[src/rtl/read_tag_pool.sv]
// ========================================
// Read tag pool
// Free list of read tags, hands out the lowest free tag
// and takes tags back from retiring responses
// ========================================
`timescale 1ns/100ps

module read_tag_pool #(
	parameter int  N_TAG = 4,
	localparam int TAG_W = $clog2(N_TAG)
) (
	input  logic             i_clk,
	input  logic             i_rst,
	// Allocation, i_take is the request handshake
	input  logic             i_take,
	output logic             o_avail,
	output logic [TAG_W-1:0] o_tag,
	// Reclaim from a consumed retiring response
	input  logic             i_free,
	input  logic [TAG_W-1:0] i_free_tag
);

	// One bit per tag, set means free
	logic [N_TAG-1:0] free_r;

	assign o_avail = |free_r;

	// Lowest free tag wins
	always_comb begin
		o_tag = '0;
		for (int t = N_TAG - 1; t >= 0; t--) begin
			if (free_r[t]) begin
				o_tag = TAG_W'(t);
			end
		end
	end

	// Take and free never touch the same tag in one cycle
	always_ff @(posedge i_clk) begin
		if (i_rst) begin
			free_r <= '1;
		end else begin
			if (i_take) begin
				free_r[o_tag] <= 1'b0;
			end
			if (i_free) begin
				free_r[i_free_tag] <= 1'b1;
			end
		end
	end

	//========================================
	// Checks
	//========================================
	// A tag comes back only once per allocation
	a_no_double_free: assert property (@(posedge i_clk) disable iff (i_rst)
		i_free |-> !free_r[i_free_tag])
		else $error("tag %0d freed while already free", i_free_tag);

	// Upstream must wait for o_avail before taking
	a_no_take_empty: assert property (@(posedge i_clk) disable iff (i_rst)
		i_take |-> o_avail)
		else $error("tag taken from an empty pool");

endmodule

[config.mk]
export PLATFORM = sky130hd
export DESIGN_NAME = read_tag_pool
export DESIGN_NICKNAME = d
export VERILOG_FILES = /design/src/rtl/read_tag_pool.sv
export SDC_FILE = /design/constraint.sdc
export NUM_CORES = 1
export LEC_CHECK = 0
export BUFFER_PORTS_ARGS = -buffer_cell sky130_fd_sc_hd__buf_4
export CAP_MARGIN = 40
export CORE_AREA = 2 2 39 41
export CTS_BUF_LIST = sky130_fd_sc_hd__clkbuf_2
export DETAILED_ROUTE_END_ITERATION = 8
export DIE_AREA = 0 0 41 43
export HOLD_SLACK_MARGIN = 0.03
export MAX_ROUTING_LAYER = met4
export PLACE_DENSITY = 0.35
export SETUP_SLACK_MARGIN = 0.15
export SLEW_MARGIN = 40
export SYNTH_ARGS = -nofsm -noshare
export SYNTH_HDL_FRONTEND = slang
export SYNTH_SLANG_ARGS = --single-unit
export TNS_END_PERCENT = 20
[constraint.sdc]
create_clock -name i_clk -period 3.8 [get_ports i_clk]
set_input_delay 0.76 -clock i_clk [delete_from_list [all_inputs] [get_ports i_clk]]
set_output_delay 0.76 -clock i_clk [all_outputs]
set_load 0.01 [all_outputs]
Yosys cells after proc, flatten, opt, wreduce, memory -nomap -nowiden --
Cells that the tools add are included.
Word-level totals: word-level logic and storage cells 22, output and inout bits 3, input bits 6, bits in registers 4
Operators by class: reduce and logical (&&, ||, !) cells 3, bitwise operators 3, multiplexer cells 11, magnitude comparators 4
Operator list (count):
- 2-to-1 mux 4 bit | 3
- 2-to-1 mux 2 bit | 4
- less-than comparator 2 x 3 -> 1 bit, second input constant | 2
- AND 4 bit | 1
- demux 1 bit (select 2 bit) | 2
- greater-or-equal comparator 2 x 1 -> 1 bit, second input constant | 2
- inverter 4 bit | 1
- bitwise OR 4 bit | 1
- OR reduction 4 bit | 1
- logical AND 1 bit | 2
- 2-to-1 mux 1 bit | 2

Logic depth before layout (Yosys ltp) --
word-level depth 14, mapped depth 2, depth with buffers taken out 2

Worst setup path after synthesis --
OpenSTA, ideal clock, no wires.
kind input -> register, from input i_take, to register free_r[3], slack 2174 ps, data required time 3678 ps, setup time 122 ps, arrival 1505 ps, path buffers 0, stages on the path 2, path through or4b_1 -> a221o_1
Between the ends: cells in the longest elaborated chain, start to end 4
RTL lines:
- start: declaration | line 15 | input logic i_take,
- 2-to-1 mux 4 bit (*) | line 43 | if (i_take) begin
- 2-to-1 mux 4 bit (*) | line 40 | if (i_rst) begin
- bitwise OR 4 bit (no source line)
- 2-to-1 mux 4 bit (*) | line 46 | if (i_free) begin
- end signal: assignment | line 41 | free_r <= '1;
- end signal: indexed assignment | line 44 | free_r[o_tag] <= 1'b0;
- end signal: indexed assignment | line 47 | free_r[i_free_tag] <= 1'b1;
- end: declaration | line 24 | logic [N_TAG-1:0] free_r;
Every way passes the cells marked *; elsewhere a longest branch is shown, timed or not. The select of a mux whose other input is x is not followed. A chain may end at the register's enable or synchronous reset.

Worst setup path after layout --
from register free_r[0], to output o_tag[1]
Between the ends: cells in the longest elaborated chain, start to end 1
RTL lines:
- 2-to-1 mux 2 bit | line 32 | if (free_r[t]) begin
- end: declaration | line 17 | output logic [TAG_W-1:0] o_tag,
Every way passes these cells.

==> impl_metrics.json <==
{
  "portBuffers": 8,
  "netlist_area_um2": 196,
  "synth-seq-cells": 4,
  "clk_pin_slew_ns": 0.04,
  "syn2layout_area_growth_pct": 48.4,
  "placement.cell_area_um2": 277,
  "clock_sinks": 4,
  "grt_usage_pct": 7.51,
  "ant_nets": 0,
  "largest_reg_flops": 4,
  "ios": 9,
  "powerDensity_mw_per_mm2": 330,
  "max_freq_mhz": 588,
  "grt_pass1_vias": 191,
  "async_reset_ff_share_pct": 0,
  "hold_path_class": "flop to flop",
  "first_pass_iters": 2,
  "routed_wl_um": 463,
  "yosysTopAreaCell": "dfxtp_1",
  "start_kind": "flop",
  "cts_resized": 0,
  "synth_edf_count": 0,
  "min_from": "free_r[3]$_SDFF_PP1_",
  "period_share_pct": 44.7,
  "final_area_um2": 292,
  "setup_tns_ns": 0,
  "netlist.area_leader.share_pct": 40.8,
  "drive_gt1_share_pct": 33.3,
  "hold_viol": 0,
  "cts-root-buf": "clkbuf_2",
  "tritoncts": "yes",
  "synth_nets": 28,
  "cap_violations": 0,
  "rsz0062_at_grt": "no",
  "post_cts_buffers": 0,
  "row_count": 14,
  "die_x_um": 41,
  "h-tree-depth": 1,
  "critPathCaptureType": "primary output",
  "via_count": 196,
  "ys_seq_area_share_pct": 40.8,
  "numCtsBuffers": 3,
  "status": "finished clean",
  "ys_types": 12,
  "grt_max_degree": 8,
  "die_h_um": 43,
  "grt_pass1_wl_um": 745,
  "nets": 41,
  "arrival_ns": 0.94,
  "clkLatencyLatePin_ns": 0.20,
  "clockBufferDepth": 2,
  "power.leakage_nw": 0.128,
  "wl_per_cell_um": 9.45,
  "finalNonFillerCells": 49,
  "drtIter0Drc": 5,
  "antennaDiodeCount": 0,
  "cts.hold.buffers_added": 0,
  "regMostFlops": "free_r",
  "synth_common_cells": "4 x a221o_1, 4 x dfxtp_1, 3 x inv_1",
  "avgSynthCellArea_um2": 8.93,
  "slew_viol_final": 0,
  "yosysWarnings": 0,
  "clock_skew_ns": 0.00402,
  "tightestPinTransition_ns": 0.211,
  "setup_viol": 0,
  "post_drt_via_cell_ratio": 4.00,
  "ys.flop_type": "dfxtp_1",
  "fin_crit_ns": 1.70,
  "slew_headroom_pct": 85.9,
  "antenna_found_initial": 0,
  "gr-total-overflow": 0,
  "initial_core_util_pct": 14.2,
  "crit_type": "flop to primary output",
  "drc": 0,
  "die_area_mm2": 0.00176,
  "top_regs": "free_r: 4 flops",
  "rr_startpoint": "free_r[0]$_SDFF_PP1_",
  "ys_top_cells_by_area": "dfxtp_1 41%, a221o_1 20%, nand2b_1 6.4%",
  "peakVddDrop_uv": 64.0,
  "core_mm2": 0.00138,
  "synthCells": 22,
  "cp_max_fo": 7,
  "required_ns": 3.04,
  "place.gp.congestion": 0.726,
  "dp.cells": 46,
  "crit_start": "free_r[0]$_SDFF_PP1_"
}
## placed cells by master (no fill, tap or decap)
cell type / count
a21oi_1: 1
nor3_1: 1
and2_1: 1
or3b_1: 1
nor2_1: 2
nand2b_1: 2
dfxtp_1: 4
a221o_1: 4
buf_4: 8
nor2b_1: 1
clkbuf_2: 3
nand2_1: 1
inv_1: 3
or4b_1: 1
## logic make-up (layout without fill, tap and decap cells)
group | Yosys count | count (layout) | synth area share, %
DFF | 4 | 4 | 40.8
AOI/OAI and AO/OA | 5 | 5 | 22.9
and+or+nand+nor | 10 | 10 | 30.6
buffers and inverters | 3 | 14 | 5.73
## layer usage
layer / up-vias / global-route usage (%) / routed length [um]
met4: 0 / 12.0 / 0
li1: 103 / - / -
met3: 0 / 3.14 / 37
met2: 8 / 6.56 / 208
met5: - / - / 0
met1: 85 / 9.00 / 217
## critical path, cell delays in order, from the launching register on
cell,delay (ns)
dfxtp_1,0.36
nor3_1,0.23
buf_4,0.15
## final cells by class
| type | instances | area (um2) |
|---|---|---|
| Clock buffer | 3 | 15.0 |
| Sequential cell | 4 | 80.1 |
| Multi-Input combinational cell | 15 | 105 |
| Fill cell | 151 | 1090 |
| Tap cell | 16 | 20.0 |
| Inverter | 3 | 11.3 |
| Timing Repair Buffer | 8 | 60.1 |
## where the power goes
part | total (W) | switching, W | leakage [nW] | internal, W
sequential | 0.0000462 | 0.00000238 | 0.0328 | 0.0000438
combinational | 0.0000126 | 0.00000502 | 0.0825 | 0.00000763
clock | 0.0000373 | 0.0000161 | 0.0125 | 0.0000212
total | 0.0000962 | 0.0000235 | 0.128 | 0.0000726
## stage by stage
step                      hold slack, ns  power [W]  setup WS [ns]  util (%)
after floorplan                    0.481  0.0000513           2.17         -
after global placement             0.523  0.0000594           2.05      20.0
after detailed placement           0.513  0.0000597           2.04      20.0
after CTS                          0.522  0.0000988           2.08      21.1
after global routing               0.548   0.000104           2.00      21.1
final                              0.512  0.0000962           2.10      21.1
## final timing paths
check,end,slack [ns],cells past startpoint
max,o_tag[1],2.10,2
min,free_r[3]$_SDFF_PP1_,0.51,1
max reg2reg,free_r[3]$_SDFF_PP1_,2.45,2
min reg2reg,free_r[3]$_SDFF_PP1_,0.51,1
Note: power is estimated with default switching activity, not from simulation.
