**src/rtl/bank_geom_pkg.sv**
```systemverilog
// ========================================
// Bank geometry
// Sizes of the banked scratchpad plus the index, address
// and swizzle configuration types built from them
// ========================================
package bank_geom_pkg;

	// Base geometry
	localparam int NBANK  = 16;
	localparam int NDATA  = 32;
	localparam int BW     = 8;
	// Row bits that a swizzle scheme may pick from
	localparam int XOR_BW = 4;

	// Derived widths
	localparam int LG_NBANK = $clog2(NBANK);
	localparam int LG_NDATA = $clog2(NDATA);
	// Lane address, row bits sit above bank bits
	localparam int ABW      = LG_NDATA + LG_NBANK;
	localparam int SCH_W    = $clog2(XOR_BW);
	// Rotation runs 0..LG_NBANK, one stage per bit
	localparam int ROT_W    = $clog2(LG_NBANK + 1);

	typedef logic [LG_NBANK-1:0] bank_idx_t;
	typedef logic [LG_NDATA-1:0] row_t;
	typedef logic [ABW-1:0]      lane_addr_t;
	typedef logic [BW-1:0]       word_t;
	typedef logic [SCH_W-1:0]    scheme_t;
	typedef logic [ROT_W-1:0]    rot_t;

	// Swizzle setup carried with every request
	typedef struct packed {
		bank_idx_t                  xor_mask;
		scheme_t [LG_NBANK-1:0]     scheme;
		rot_t                       rot;
	} swz_cfg_t;

endpackage

```
**src/rtl/bank_xfer_pkg.sv**
```systemverilog
// ========================================
// Bank transfer records
// Request, stage and response payloads passed between
// the read pipeline stages and the bank array
// ========================================
package bank_xfer_pkg;

	// Vector read request, one address per lane
	typedef struct packed {
		bank_geom_pkg::lane_addr_t [bank_geom_pkg::NBANK-1:0] addr;
		bank_geom_pkg::swz_cfg_t                             cfg;
		// Tag goes back to the pool once this one is consumed
		logic                                                retire;
	} rd_req_t;

	// Stage 1 holds what the return path needs
	typedef struct packed {
		// Physical bank of every lane, steers the un-butterfly
		bank_geom_pkg::bank_idx_t [bank_geom_pkg::NBANK-1:0] bank;
		bank_geom_pkg::rot_t                                rot;
		logic                                               retire;
	} rd_s1_t;

	// Response, data already in lane order
	typedef struct packed {
		bank_geom_pkg::word_t [bank_geom_pkg::NBANK-1:0] data;
		logic                                           retire;
	} rd_rsp_t;

	// Read command to the bank array
	typedef struct packed {
		logic [bank_geom_pkg::NBANK-1:0]              re;
		bank_geom_pkg::row_t [bank_geom_pkg::NBANK-1:0] row;
	} sram_rd_t;

endpackage

```
**src/rtl/bank_sram_array.sv**
```systemverilog
// ========================================
// Bank array
// NBANK single port banks with registered read data
// and a one word per cycle preload port
// ========================================
`timescale 1ns/100ps

module bank_sram_array (
	input  logic                                             i_clk,
	input  logic                                             i_rst,
	// Read command from the read interface
	input  bank_xfer_pkg::sram_rd_t                          i_rd,
	output bank_geom_pkg::word_t [bank_geom_pkg::NBANK-1:0]  o_rdata,
	// Preload
	input  logic                                             i_wr_en,
	input  bank_geom_pkg::bank_idx_t                         i_wr_bank,
	input  bank_geom_pkg::row_t                              i_wr_row,
	input  bank_geom_pkg::word_t                             i_wr_data
);

	import bank_geom_pkg::*;
	import bank_xfer_pkg::*;

	//========================================
	// Banks
	//========================================
	for (genvar b = 0; b < NBANK; b++) begin : g_bank
		word_t mem_r [NDATA];
		word_t rdata_r;

		// Preload lands in the addressed bank only
		always_ff @(posedge i_clk) begin
			if (i_wr_en && i_wr_bank == bank_idx_t'(b)) begin
				mem_r[i_wr_row] <= i_wr_data;
			end
		end

		// Output register keeps its word until the next read of this bank
		always_ff @(posedge i_clk) begin
			if (i_rst) begin
				rdata_r <= '0;
			end else if (i_rd.re[b]) begin
				rdata_r <= mem_r[i_rd.row[b]];
			end
		end

		assign o_rdata[b] = rdata_r;
	end

	// A stalled stage 1 still reads this data, so no bank
	// may be both read and preloaded at the same row
	a_no_rw_clash: assert property (@(posedge i_clk) disable iff (i_rst)
		i_wr_en |-> !(i_rd.re[i_wr_bank] && i_rd.row[i_wr_bank] == i_wr_row))
		else $error("preload collides with a read of bank %0d", i_wr_bank);

endmodule

```
**config.mk**
```make
export PLATFORM = sky130hd
export DESIGN_NAME = bank_sram_array
export DESIGN_NICKNAME = d
export VERILOG_FILES = /design/src/rtl/bank_geom_pkg.sv /design/src/rtl/bank_xfer_pkg.sv /design/src/rtl/bank_sram_array.sv
export SDC_FILE = /design/constraint.sdc
export NUM_CORES = 2
export LEC_CHECK = 0
export BUFFER_PORTS_ARGS = -buffer_cell sky130_fd_sc_hd__buf_2
export CAP_MARGIN = 20
export CORE_MARGIN = 2
export CORE_UTILIZATION = 60
export CTS_CLUSTER_SIZE = 28
export DETAILED_ROUTE_END_ITERATION = 8
export GPL_TIMING_DRIVEN = 0
export PLACE_DENSITY = 0.76
export SYNTH_ARGS = -nofsm -noshare
export SYNTH_HDL_FRONTEND = slang
export SYNTH_SLANG_ARGS = --single-unit
```
**constraint.sdc**
```tcl
create_clock -name i_clk -period 2.25 [get_ports i_clk]
set_input_delay 0.225 -clock i_clk [delete_from_list [all_inputs] [get_ports i_clk]]
set_output_delay 0.225 -clock i_clk [all_outputs]
set_load 0.03 [all_outputs]
```
# Yosys cells after proc, flatten, opt, wreduce, memory -nomap -nowiden
# Memories as Yosys holds them, arrays and structs flattened. A register that Yosys moved wholly into a read port is not among the register bits.
# Cells that the tools add are included.
# W data, S select, Z words.
# word_totals
register_bits	0
ram_bits	4096
out_inout_bits	128
n_memories	16
# classes
eq_ne	15
mux	32
n_reduce_logical	17
# memory_table
name	depth	width	read_ports	rd_clocked_by_memory_dff	write_ports	line	rtl
g_bank[0].mem_r	32	8	1	1	1	bank_sram_array.sv:28	word_t mem_r [NDATA];
g_bank[10].mem_r	32	8	1	1	1	bank_sram_array.sv:28	
g_bank[11].mem_r	32	8	1	1	1	bank_sram_array.sv:28	
g_bank[12].mem_r	32	8	1	1	1	bank_sram_array.sv:28	
g_bank[13].mem_r	32	8	1	1	1	bank_sram_array.sv:28	
g_bank[14].mem_r	32	8	1	1	1	bank_sram_array.sv:28	
10 more memories	n/a	n/a	n/a	n/a	n/a	n/a	
# ops
operator	count
$eq A4 B4 Y1 const B	8
$mux W1	32
$eq A4 B3 Y1 const B	4
$logic_and A1 B1 Y1	16
$eq A4 B2 Y1 const B	2
$eq A4 B1 Y1 const B	1
$logic_not A4 Y1	1

# Logic depth before layout (Yosys ltp)
# depth
word_depth	4
mapped_depth	7

# Worst setup path after synthesis
# OpenSTA, ideal clock, no wires.
# synth_timing
path_kind	input port to flip-flop
from	input i_wr_row[2]
to	memory g_bank[14].mem_r[16][0] in the netlist's numbering, enable pin
setup_slack_ps	494
t_required_ps	1880
setup_time_ps	370
cell_stages	4
arrival_time_ps	1386
cell_sequence	nor3b_1 nand2_1 clkbuf_1 nor2_1
# synth_rtl
item	line	rtl
from (decl)	bank_sram_array.sv:17	input bank_geom_pkg::row_t i_wr_row,
to (decl)	bank_sram_array.sv:28	
# Straight into the memory's write port.

# Worst setup path in the final report
# layout_timing
from	input i_wr_row[4]
to	memory g_bank[8].mem_r[16][4] in the netlist's numbering, enable pin
# layout_rtl
item	line
to (decl)	bank_sram_array.sv:28
# Straight into the memory's write port.

==> results.yml <==
outcome:
  status: "finished with violations"
  violations: "setup timing"
hold_path:
  hold_path_depth: 6
  min_path_type: "in -> reg"
yosys:
  syn_inst: 9542
  synthFlopType: "edfxtp_1"
  synth-edff-count: 4096
  synth_cell_type_count: 23
  yosys_warnings: 0
  synth.avg_cell_area_um2: 17.33
  synthArstFlopShare: 0
  ys_seq_elements: 4224
  synth_area_um2: 165400
  synth_nets: 9658
  ys_seq_area_frac: 0.7591
final_layout:
  fillers: 17340
  seq_area_um2: 125600
  area_growth_pct: 13.00
  nets: 10393
  multi_input_area_um2: 36380
  mostFrequentLayoutCells: "edfxtp_1, mux2i_1, a22oi_1"
  final_common_cell: "edfxtp_1"
  drive_gt1_frac: 0.1155
sta:
  setup_ws_ps: -277.1
  fin_skew_ps: 52.87
  final-setup-viol-count: 532
  slew_violations: 0
  timing_hold_violations_final: 0
  rsz0062_at_grt: "true"
  max_freq_ghz: 0.3957
  slew_headroom: 0.2573
  worst_pin_slew_ps: 1110
  fin_crit_ps: 2527
  tns_ps: -52160
  finalCritPeriodShare: 1.123
floorplanning:
  die_area_um2: 279900
  start_util: 0.6040
  core_um2: 273900
  die_w_um: 529.1
  rows: 192
  io_pins: 244
  die_h_um: 529.1
placement:
  place_ws_ps: -1172
  dp_hpwl_um: 282100
  numPortBuffers: 210
  gp_congestion: 0.9663
setup_path:
  critical_path.max_fanout: 16
  rr_worst_depth: 5
  end_kind: "flip-flop"
  cp.arrival_ps: 3110
  required_ps: 2830
  path_class: "in -> reg"
  worst_setup_path_start_kind: "input port"
cts:
  cts_tree: "built"
  clk_latency_ps: 970
  h-tree-depth: 5
  cts.clk_slew.worst_paths_ps: 60
  cts_root_buf: "clkbuf_16"
  cts_made_buffers: 409
  postCtsSetupBuffers: 0
  numClockSinks: 4224
  cts_buffer_depth: 4
pwr:
  power_density_nw_per_um2: 881.3
  power_leakage_uw: 0.06434
  ir_worst_vdd_v: 0.0007932
global_route:
  antenna_found_initial: 57
  grt_pass1_wl_um: 623900
  grt_pass1_vias: 90880
  track_usage: 0.3083
  grt_overflow: 0
  grt_max_degree: 149
routing:
  vias_per_cell: 6.546
  drtAntennaViolNets: 0
  drc: 0
  drt_iter0_markers: 13717
  drt-wirelength-per-cell_um: 30.77
  firstDrtPassIters: 9
  vias: 93289
  routed_wl_um: 438600
flow_run:
  max_cap_violations: 0
## worst paths after layout
check                          start                     end  slack [ps]
min reg2reg     g_bank[3].rdata_r[0]    g_bank[3].rdata_r[0]         490
max reg2reg  g_bank[11].mem_r[12][2]   g_bank[11].rdata_r[2]         260
max                      i_wr_row[4]  g_bank[8].mem_r[16][4]        -280
min                         i_rd[49]    g_bank[9].rdata_r[7]          80
## synthesized netlist by cell type, types with 36 or more instances
library cell	instances	area share
buf_1	51	0.0012
clkbuf_1	366	0.0083
edfxtp_1	4096	0.74
a21oi_1	512	0.015
or4_1	128	0.0058
buf_4	129	0.0059
nor2b_1	36	0.0014
nand2_1	62	0.0014
mux2i_1	2048	0.12
a22oi_1	1024	0.046
a211oi_1	101	0.0046
dfxtp_1	128	0.015
nor2_1	660	0.015
buf_6	95	0.0065
## registers in the layout (all words and copies together) (netlist names)
register,flops
g_bank.rdata_r,128
g_bank.mem_r,4096
## worst max-delay path, cell delays in order
cell and delay [ps]:
buf_2 150, nor3b_1 630, nand2_1 850, clkbuf_2 340
buf_12 160, nor2_1 710
## metrics by stage
| step | power (uW) | instance area, um2 | instances | utilization | hold slack [ps] |
|---|---|---|---|---|---|
| 6_report | 164700 | 186900 | 14251 | 0.6825 | 78.98 |
| 5_1_grt | 168300 | 186800 | 14223 | 0.6822 | 86.05 |
| 4_1_cts | 164700 | 186700 | 14208 | 0.6816 | 3.978 |
| 2_1_floorplan | 93060 | 165400 | 9542 | - | 323.9 |
| 3_3_place_gp | 97450 | 170900 | 13341 | 0.6242 | 473.6 |
| 3_5_place_dp | 97200 | 172600 | 13405 | 0.6303 | 476.5 |
## cells by family (layout without fill, tap and decap cells)
logic type,count (synthesis),count (layout),share of synthesized area
multiplexers,2048,2048,0.1239
AO/OA/AOI/OAI,1664,1664,0.06859
other,0,42,0
flip-flops,4224,4224,0.7591
buffers and inverters,641,1719,0.02179
AND/OR/NAND/NOR,965,965,0.02658
## where the power goes
group | switching, uW | internal [uW]
clock network | 29400 | 39500
logic | 6340 | 2830
registers | 189 | 86500
## final cells by class
cell class | count | share of cell area
buffer | 641 | 0.01953
multi-input combinational | 4677 | 0.1947
antenna | 42 | 0.0005623
clock buffer | 545 | 0.06012
tap | 3589 | 0.02403
sequential | 4224 | 0.6718
clock inverter | 209 | 0.01238
timing repair buffer | 324 | 0.01692
## metal layers
| metal | wire [um] | global-route usage | share of wire |
|---|---|---|---|
| met4 | 21090 | 0.1432 | 0.048 |
| met3 | 48860 | 0.06972 | 0.11 |
| met1 | 164900 | 0.4233 | 0.38 |
| met2 | 203500 | 0.4733 | 0.46 |
| met5 | 150 | 0 | 0.00034 |
## what timing repair did
action,4_1_cts,5_1_grt
endpoints found under the setup margin,240,973
hold buffers,49,0
gates resized for setup,10,46
hold endpoints to repair,892,0
Power figures use the tool's default switching activity.
