[config.mk]
export PLATFORM = sky130hd
export DESIGN_NAME = bank_sram_read_if
export DESIGN_NICKNAME = d
export VERILOG_FILES = /design/src/rtl/bank_geom_pkg.sv /design/src/rtl/bank_xfer_pkg.sv /design/src/rtl/rdyack_fwd.sv /design/src/rtl/bank_sram_read_if.sv
export SDC_FILE = /design/constraint.sdc
export NUM_CORES = 1
export LEC_CHECK = 0
export BUFFER_PORTS_ARGS = -buffer_cell sky130_fd_sc_hd__buf_2
export CORE_ASPECT_RATIO = 1.75
export CORE_UTILIZATION = 40
export DETAILED_ROUTE_END_ITERATION = 10
export PLACE_DENSITY = 0.66
export SLEW_MARGIN = 20
export SYNTH_ARGS = -nofsm -noshare
export SYNTH_HDL_FRONTEND = slang
export SYNTH_HIERARCHICAL = 1
export SYNTH_SLANG_ARGS = --single-unit
[constraint.sdc]
create_clock -name i_clk -period 13.2 [get_ports i_clk]
set_clock_uncertainty 0.05 [all_clocks]
set_input_delay 3.96 -clock i_clk [delete_from_list [all_inputs] [get_ports i_clk]]
set_output_delay 3.96 -clock i_clk [all_outputs]
set_load 0.02 [all_outputs]
[src/rtl/bank_geom_pkg.sv]
// ========================================
// Bank geometry
// Sizes of the banked scratchpad plus the index, address
// and swizzle configuration types built from them
// ========================================
package bank_geom_pkg;

	// Base geometry
	localparam int NBANK  = 16;
	localparam int NDATA  = 32;
	localparam int BW     = 8;
	// Row bits that a swizzle scheme may pick from
	localparam int XOR_BW = 4;

	// Derived widths
	localparam int LG_NBANK = $clog2(NBANK);
	localparam int LG_NDATA = $clog2(NDATA);
	// Lane address, row bits sit above bank bits
	localparam int ABW      = LG_NDATA + LG_NBANK;
	localparam int SCH_W    = $clog2(XOR_BW);
	// Rotation runs 0..LG_NBANK, one stage per bit
	localparam int ROT_W    = $clog2(LG_NBANK + 1);

	typedef logic [LG_NBANK-1:0] bank_idx_t;
	typedef logic [LG_NDATA-1:0] row_t;
	typedef logic [ABW-1:0]      lane_addr_t;
	typedef logic [BW-1:0]       word_t;
	typedef logic [SCH_W-1:0]    scheme_t;
	typedef logic [ROT_W-1:0]    rot_t;

	// Swizzle setup carried with every request
	typedef struct packed {
		bank_idx_t                  xor_mask;
		scheme_t [LG_NBANK-1:0]     scheme;
		rot_t                       rot;
	} swz_cfg_t;

endpackage

[src/rtl/bank_xfer_pkg.sv]
// ========================================
// Bank transfer records
// Request, stage and response payloads passed between
// the read pipeline stages and the bank array
// ========================================
package bank_xfer_pkg;

	// Vector read request, one address per lane
	typedef struct packed {
		bank_geom_pkg::lane_addr_t [bank_geom_pkg::NBANK-1:0] addr;
		bank_geom_pkg::swz_cfg_t                             cfg;
		// Tag goes back to the pool once this one is consumed
		logic                                                retire;
	} rd_req_t;

	// Stage 1 holds what the return path needs
	typedef struct packed {
		// Physical bank of every lane, steers the un-butterfly
		bank_geom_pkg::bank_idx_t [bank_geom_pkg::NBANK-1:0] bank;
		bank_geom_pkg::rot_t                                rot;
		logic                                               retire;
	} rd_s1_t;

	// Response, data already in lane order
	typedef struct packed {
		bank_geom_pkg::word_t [bank_geom_pkg::NBANK-1:0] data;
		logic                                           retire;
	} rd_rsp_t;

	// Read command to the bank array
	typedef struct packed {
		logic [bank_geom_pkg::NBANK-1:0]              re;
		bank_geom_pkg::row_t [bank_geom_pkg::NBANK-1:0] row;
	} sram_rd_t;

endpackage

[src/rtl/rdyack_fwd.sv]
// ========================================
// Ready/ack forward register
// One slot pipeline stage for any payload type
// ========================================
`timescale 1ns/100ps

module rdyack_fwd #(
	parameter type T = logic
) (
	input  logic i_clk,
	input  logic i_rst,
	// Upstream side
	input  logic i_src_rdy,
	output logic o_src_ack,
	input  T     i_src,
	// Downstream side
	output logic o_dst_rdy,
	input  logic i_dst_ack,
	output T     o_dst
);

	logic full_r;
	T     data_r;

	// Take new data when empty or when the held word leaves now
	assign o_src_ack = i_src_rdy && (!full_r || i_dst_ack);
	assign o_dst_rdy = full_r;
	assign o_dst     = data_r;

	always_ff @(posedge i_clk) begin
		if (i_rst) begin
			full_r <= 1'b0;
		end else if (o_src_ack) begin
			full_r <= 1'b1;
		end else if (full_r && i_dst_ack) begin
			full_r <= 1'b0;
		end
	end

	// Payload only moves on a source handshake
	always_ff @(posedge i_clk) begin
		if (o_src_ack) begin
			data_r <= i_src;
		end
	end

	// Offered data must not change until it is taken
	a_hold_stable: assert property (@(posedge i_clk) disable iff (i_rst)
		o_dst_rdy && !i_dst_ack |=> $stable(o_dst))
		else $error("rdyack_fwd payload changed while waiting for ack");

endmodule

[src/rtl/bank_sram_read_if.sv]
// ========================================
// Bank read interface
// Swizzles lane addresses onto banks, routes rows through
// a butterfly and returns data in lane order, optionally
// rotated, through two forward stages
// ========================================
`timescale 1ns/100ps

module bank_sram_read_if #(
	parameter int  N_TAG = 4,
	localparam int TAG_W = $clog2(N_TAG)
) (
	input  logic                                            i_clk,
	input  logic                                            i_rst,
	// Request
	input  logic                                            i_req_rdy,
	output logic                                            o_req_ack,
	input  bank_xfer_pkg::rd_req_t                          i_req,
	input  logic [TAG_W-1:0]                                i_tag,
	input  logic                                            i_tag_avail,
	// Bank array
	output bank_xfer_pkg::sram_rd_t                         o_sram,
	input  bank_geom_pkg::word_t [bank_geom_pkg::NBANK-1:0] i_sram_rdata,
	// Response
	output logic                                            o_rsp_rdy,
	input  logic                                            i_rsp_ack,
	output bank_xfer_pkg::rd_rsp_t                          o_rsp,
	output logic [TAG_W-1:0]                                o_rsp_tag,
	// Tag return
	output logic                                            o_free,
	output logic [TAG_W-1:0]                                o_free_tag
);

	import bank_geom_pkg::*;
	import bank_xfer_pkg::*;

	// Rotation by LG_NBANK wraps to identity, so only these rotate stages do work
	localparam int ROT_ST = $clog2(LG_NBANK);
	// Return data passes LG_NBANK butterfly levels and then the rotate stages
	localparam int DAT_LV = LG_NBANK + ROT_ST + 1;

	// Tags ride along with each stage payload
	typedef struct packed {
		rd_s1_t             info;
		logic [TAG_W-1:0]   tag;
	} s1_pay_t;

	typedef struct packed {
		rd_rsp_t            rsp;
		logic [TAG_W-1:0]   tag;
	} s2_pay_t;

	//========================================
	// Internal
	//========================================
	bank_idx_t [NBANK-1:0] pick_w;
	bank_idx_t [NBANK-1:0] bank_w;
	logic                  routable_w;
	row_t [NBANK-1:0]      row_lv [LG_NBANK+1];
	logic [NBANK-1:0]      ren_lv [LG_NBANK+1];
	word_t [NBANK-1:0]     dat_lv [DAT_LV];
	s1_pay_t               s1_in_w;
	s1_pay_t               s1_w;
	logic                  s1_rdy;
	logic                  s1_ack;
	s2_pay_t               s2_in_w;
	s2_pay_t               s2_w;

	//========================================
	// Swizzle
	//========================================
	// Bank = low bits XOR (mask AND row bits picked per bank bit)
	always_comb begin
		for (int j = 0; j < NBANK; j++) begin
			for (int b = 0; b < LG_NBANK; b++) begin
				pick_w[j][b] = i_req.addr[j][LG_NBANK + i_req.cfg.scheme[b]];
			end
			bank_w[j] = i_req.addr[j][LG_NBANK-1:0] ^ (i_req.cfg.xor_mask & pick_w[j]);
		end
	end

	// Routable when every lane lands on lane XOR one constant
	always_comb begin
		routable_w = 1'b1;
		for (int j = 1; j < NBANK; j++) begin
			if ((bank_w[j] ^ bank_idx_t'(j)) != bank_w[0]) begin
				routable_w = 1'b0;
			end
		end
	end

	//========================================
	// Address butterfly
	//========================================
	// Top level holds rows in lane order and level 0 in bank order
	always_comb begin
		int   mate;
		logic side;
		logic own_sel;
		logic mate_sel;
		for (int j = 0; j < NBANK; j++) begin
			row_lv[LG_NBANK][j] = i_req.addr[j][ABW-1 -: LG_NDATA];
		end
		ren_lv[LG_NBANK] = '1;
		for (int lv = LG_NBANK - 1; lv >= 0; lv--) begin
			for (int j = 0; j < NBANK; j++) begin
				mate     = j ^ (1 << lv);
				side     = ((j >> lv) & 1) != 0;
				// Exactly one of the pair heads to this side
				own_sel  = bank_w[j][lv] == side;
				mate_sel = bank_w[mate][lv] == side;
				ren_lv[lv][j] = (own_sel && ren_lv[lv+1][j]) ||
					(mate_sel && ren_lv[lv+1][mate]);
				row_lv[lv][j] = (own_sel ? row_lv[lv+1][j] : '0) |
					(mate_sel ? row_lv[lv+1][mate] : '0);
			end
		end
	end

	// Banks read only in the acceptance cycle
	assign o_sram.re  = o_req_ack ? ren_lv[0] : '0;
	assign o_sram.row = row_lv[0];

	//========================================
	// Stage 1
	//========================================
	assign s1_in_w.info.bank   = bank_w;
	assign s1_in_w.info.rot    = i_req.cfg.rot;
	assign s1_in_w.info.retire = i_req.retire;
	assign s1_in_w.tag         = i_tag;

	// Acceptance waits for a free tag
	rdyack_fwd #(.T(s1_pay_t)) u_fwd_s1 (
		.i_clk     (i_clk),
		.i_rst     (i_rst),
		.i_src_rdy (i_req_rdy && i_tag_avail),
		.o_src_ack (o_req_ack),
		.i_src     (s1_in_w),
		.o_dst_rdy (s1_rdy),
		.i_dst_ack (s1_ack),
		.o_dst     (s1_w)
	);

	//========================================
	// Return path
	//========================================
	always_comb begin
		int mate;
		int sh;
		int src;
		dat_lv[0] = i_sram_rdata;
		// Undo the butterfly steered by the held bank indices
		for (int lv = 0; lv < LG_NBANK; lv++) begin
			for (int j = 0; j < NBANK; j++) begin
				mate = j ^ (1 << lv);
				if (s1_w.info.bank[j][lv] == (((j >> lv) & 1) != 0)) begin
					dat_lv[lv+1][j] = dat_lv[lv][j];
				end else begin
					dat_lv[lv+1][j] = dat_lv[lv][mate];
				end
			end
		end
		// Lane j takes lane rotl(j, rot) with one power of two per stage
		for (int r = 0; r < ROT_ST; r++) begin
			sh = 1 << r;
			for (int j = 0; j < NBANK; j++) begin
				src = ((j << sh) | (j >> (LG_NBANK - sh))) & (NBANK - 1);
				if (s1_w.info.rot[r]) begin
					dat_lv[LG_NBANK+r+1][j] = dat_lv[LG_NBANK+r][src];
				end else begin
					dat_lv[LG_NBANK+r+1][j] = dat_lv[LG_NBANK+r][j];
				end
			end
		end
	end

	//========================================
	// Stage 2
	//========================================
	assign s2_in_w.rsp.data   = dat_lv[DAT_LV-1];
	assign s2_in_w.rsp.retire = s1_w.info.retire;
	assign s2_in_w.tag        = s1_w.tag;

	rdyack_fwd #(.T(s2_pay_t)) u_fwd_s2 (
		.i_clk     (i_clk),
		.i_rst     (i_rst),
		.i_src_rdy (s1_rdy),
		.o_src_ack (s1_ack),
		.i_src     (s2_in_w),
		.o_dst_rdy (o_rsp_rdy),
		.i_dst_ack (i_rsp_ack),
		.o_dst     (s2_w)
	);

	assign o_rsp     = s2_w.rsp;
	assign o_rsp_tag = s2_w.tag;

	// A consumed retiring response hands its tag back
	assign o_free     = o_rsp_rdy && i_rsp_ack && s2_w.rsp.retire;
	assign o_free_tag = s2_w.tag;

	// Conflict-free only when all lanes share one lane-XOR-bank value
	a_routable: assert property (@(posedge i_clk) disable iff (i_rst)
		o_req_ack |-> routable_w)
		else $error("accepted request is not routable through the butterfly");

endmodule

Word-level counts from Yosys, hierarchy flattened:

Index checks and enable logic that the tools add are counted.
W data, S select, Z words.

* flip-flop bits (word level): 202
* bits of input ports: 295
* output and inout bits: 232
* word-level logic and storage cells: 730

* add/subtract/negate cells: 4
* order comparisons: 4
* muxes and demuxes: 351
* bitwise gates (word level): 160
* reduce and logical (&&, ||, !) cells: 172

Operator list (number)
* $mux W8: 90
* $mux W5: 128
* $or A5 B5 Y5: 64
* $bmux W1 S4: 64
* $logic_and A1 B1 Y1: 102
* $mux W1: 68
* $logic_or A1 B1 Y1: 66
* $and A4 B4 Y4: 16
* $not A1 Y1: 64
* $xor A4 B4 Y4: 16
* $lt A4 B5 Y1 const B: 4
* $add A3 B2 Y4 const A: 4
* $mux W16: 1
* $reduce_bool A2 Y1: 2
* $logic_not A1 Y1: 2

Logic depth before layout (Yosys ltp):

* depth in word-level cells: 14
* mapped depth: 11
* gate-level depth less buffers: 7

Modules after synthesis:

Netlist, hierarchy kept.

Modules (own cells, without submodules)
* bank_sram_read_if: instances 1, cells each 2141, area an instance 17450.5 um2, sequential area each 0.0 um2
* rdyack_fwd at u_fwd_s2: instances 1, cells each 136, area an instance 3988.8 um2, sequential area each 3953.8 um2
* rdyack_fwd at u_fwd_s1: instances 1, cells each 75, area an instance 2157.1 um2, sequential area each 2122.0 um2

Worst setup path after synthesis:

Ideal clock, no wire load.

* kind: in2out
* start point: in i_rsp_ack
* end point: out o_sram[80] in the netlist's numbering
* data arrival time: 6812 ps
* data required time: 9190 ps
* slack: 2378 ps
* cell stages on the path: 7
* path buffers: 1
* cell sequence: nand2b_4 > and2_4 > nand2b_4 > and2_4 > clkbuf_1 > nand2_1 > o22ai_1

RTL lines
* from (decl): line bank_sram_read_if.sv:26 `input logic i_rsp_ack,`
* to (decl): line bank_sram_read_if.sv:22 `output bank_xfer_pkg::sram_rd_t o_sram,`

==> impl_metrics.py <==
metrics = {
    "yosys": {
        "syn_nets": 2646,
        "yosysWarnings": 6,
        "netlist_area_um2": 23600,
        "postSynthAreaPerCell_um2": 10.0,
        "postSynthCellCount": 2351,
    },
    "route": {
        "ant_nets": 0,
        "vias": 23400,
        "drt-initial-drc-count": 1989,
        "vias_per_cell": 6.66,
        "drcViolationCount": 0,
        "firstDrtPassIters": 8,
        "route.detailed.wl_per_inst_um": 35.3,
        "wirelength_um": 124000,
    },
    "critical_path": {
        "critPathKind": "in -> out",
        "crit_top_cell": "buf_2",
        "critical-path-slowest-cell": "a22oi_1",
        "cp_max_fo": 16,
        "crit_chain": "buf_2, mux4_2, and2_1, xnor2_4, a22oi_1, o2111ai_1, a22o_1, buf_2",
        "critical_path_required_ps": 9190,
        "cp.arrival_ps": 7580,
        "slowest_delay_ps": 950,
        "end_kind": "output pin",
        "worstSetupStartpointType": "input pin",
    },
    "power": {
        "ir_drop_v": 0.0000914,
        "p_leak_nw": 10.9,
        "total_power_mw": 2.88,
        "pwr_density_cell_nw_per_um2": 106,
    },
    "layout": {
        "multi_input_comb_area_um2": 16400,
        "fin_nets": 3022,
        "regArea_um2": 6050,
        "drive_above_1_share": 0.324,
        "fill_cells": 5673,
        "instances_no_fill": 3515,
        "area.growth.synth_to_final_pct": 15.2,
    },
    "place": {
        "dp_slack_ps": 1730,
        "portBuffers": 525,
        "dp.cells": 3480,
        "gp_congestion": 1.06,
        "hpwl_um": 105000,
    },
    "grt": {
        "use_met1": 0.380,
        "grt_pass1_vias": 22900,
        "met3_usage": 0.0543,
        "gr-total-overflow": 0,
        "grt_max_degree": 74,
        "grt_usage": 0.408,
        "busiest_layer": "met2",
        "grt_pass1_wl_um": 169000,
        "antenna_found_initial": 6,
        "grtUsageMet2": 0.735,
    },
    "floorplanning": {
        "die_area_um2": 59900,
        "design.core.area_um2": 58300,
        "fp-row-count": 117,
        "start_util": 0.404,
        "io_pins": 527,
        "die_y_um": 323,
        "fp.dieW_um": 185,
    },
    "timing": {
        "max_freq_ghz": 0.0862,
        "finalHoldWorstSlack_ps": 374,
        "rsz0062_at_grt": "false",
        "tightestPinTransition_ps": 1200,
        "slew_headroom": 0.174,
        "fin_ws_ps": 1610,
        "final.setup.tns_ps": 0,
        "fin_crit_sh": 0.878,
        "hold_viol": 0,
        "setup_viol": 0,
        "finalCriticalPeriod_ps": 11590,
        "slew_violations": 0,
    },
    "run_status": {
        "status": "finished clean",
    },
    "clock_network": {
        "cts_sinks": 202,
        "cts_root_buf": "clkbuf_16",
        "hold_buffers": 0,
        "tritoncts": "built",
        "clk_pin_slew_ps": 70,
        "cts-buffers-inserted": 17,
        "htree_levels": 1,
        "clock_path_buffers": 3,
        "cts_setup_buffers": 0,
        "cts_resized": 0,
        "clock_latency_ps": 540,
    },
    "min_path": {
        "hold_path.class": "reg -> reg",
    },
    "flow_run": {
        "max-cap-violations": 0,
    },
}
==> critical path, delay by kind of cell <==
kind                      cells  cell delay (ps)
muxes                         1              650
xor gates and xnor gates      1              250
buffers and inverters         2              740
and+or+nand+nor               1              310
AOI/OAI and AO/OA             3             1650
==> power by group <==
part           total [mW]  switching [mW]  internal [mW]
Combinational        1.56            1.04          0.521
Sequential          0.831          0.0567          0.775
Clock               0.488           0.244          0.244
==> worst paths after layout <==
check,cells past startpoint,from,to,slack (ps)
setup / recovery,8,i_req[10],o_sram[35],1610
hold / removal,0,u_fwd_s1/o_dst[0]$_DFFE_PP_,u_fwd_s2/o_dst[0]$_DFFE_PP_,370
setup reg to reg,6,u_fwd_s1/o_dst[34]$_DFFE_PP_,u_fwd_s2/o_dst[109]$_DFFE_PP_,9820
hold reg to reg,0,u_fwd_s1/o_dst[0]$_DFFE_PP_,u_fwd_s2/o_dst[0]$_DFFE_PP_,370
==> cell type report <==
class	instances	share of cell area
Multi-Input combinational cell	1872	0.603
Sequential cell	202	0.223
Timing Repair Buffer	572	0.110
Tap cell	773	0.0356
Clock buffer	20	0.0161
Inverter	62	0.00866
Clock inverter	9	0.00272
Antenna cell	5	0.000461
==> layout by cell type, fill, tap and decap left out, types with 5 or more instances in the layout <==
cell type,instances
buf_2,525
buf_4,46
xnor2_1,30
inv_2,7
a21oi_1,144
o22ai_1,40
xnor2_4,7
nand4b_1,16
mux2_2,112
o2111ai_1,84
mux4_2,124
xnor2_2,7
a22oi_1,10
o2111a_1,8
mux2i_1,424
clkinv_1,6
o211ai_1,288
and2_1,22
a22o_1,80
inv_1,49
clkbuf_16,17
a32o_1,8
nand2_1,174
xor2_1,16
nand2b_1,62
diode_2,5
edfxtp_1,200
a22oi_2,9
o21ai_0,32
nor2_1,146
==> sequential cells by signal, indices dropped and copies added, names as in the netlist <==
signal and count:
u_fwd_s1/o_dst 69, u_fwd_s2/o_dst_rdy 1, u_fwd_s2/o_dst 131, u_fwd_s1/o_dst_rdy 1
==> metrics by stage <==
stage,utilization,area (µm²)
2_1_floorplan,-,23600
3_3_place_gp,0.457,26600
3_5_place_dp,0.457,26600
4_1_cts,0.465,27100
5_1_grt,0.466,27100
6_report,0.466,27200
==> routing by layer <==
metal,share of wire,vias to the layer above,routed length (µm)
met4,0.12,4,15100
met5,0.00022,-,27
li1,-,10200,-
met1,0.31,11300,38200
met2,0.51,1472,63600
met3,0.058,471,7210
Power figures use the tool's default switching activity.
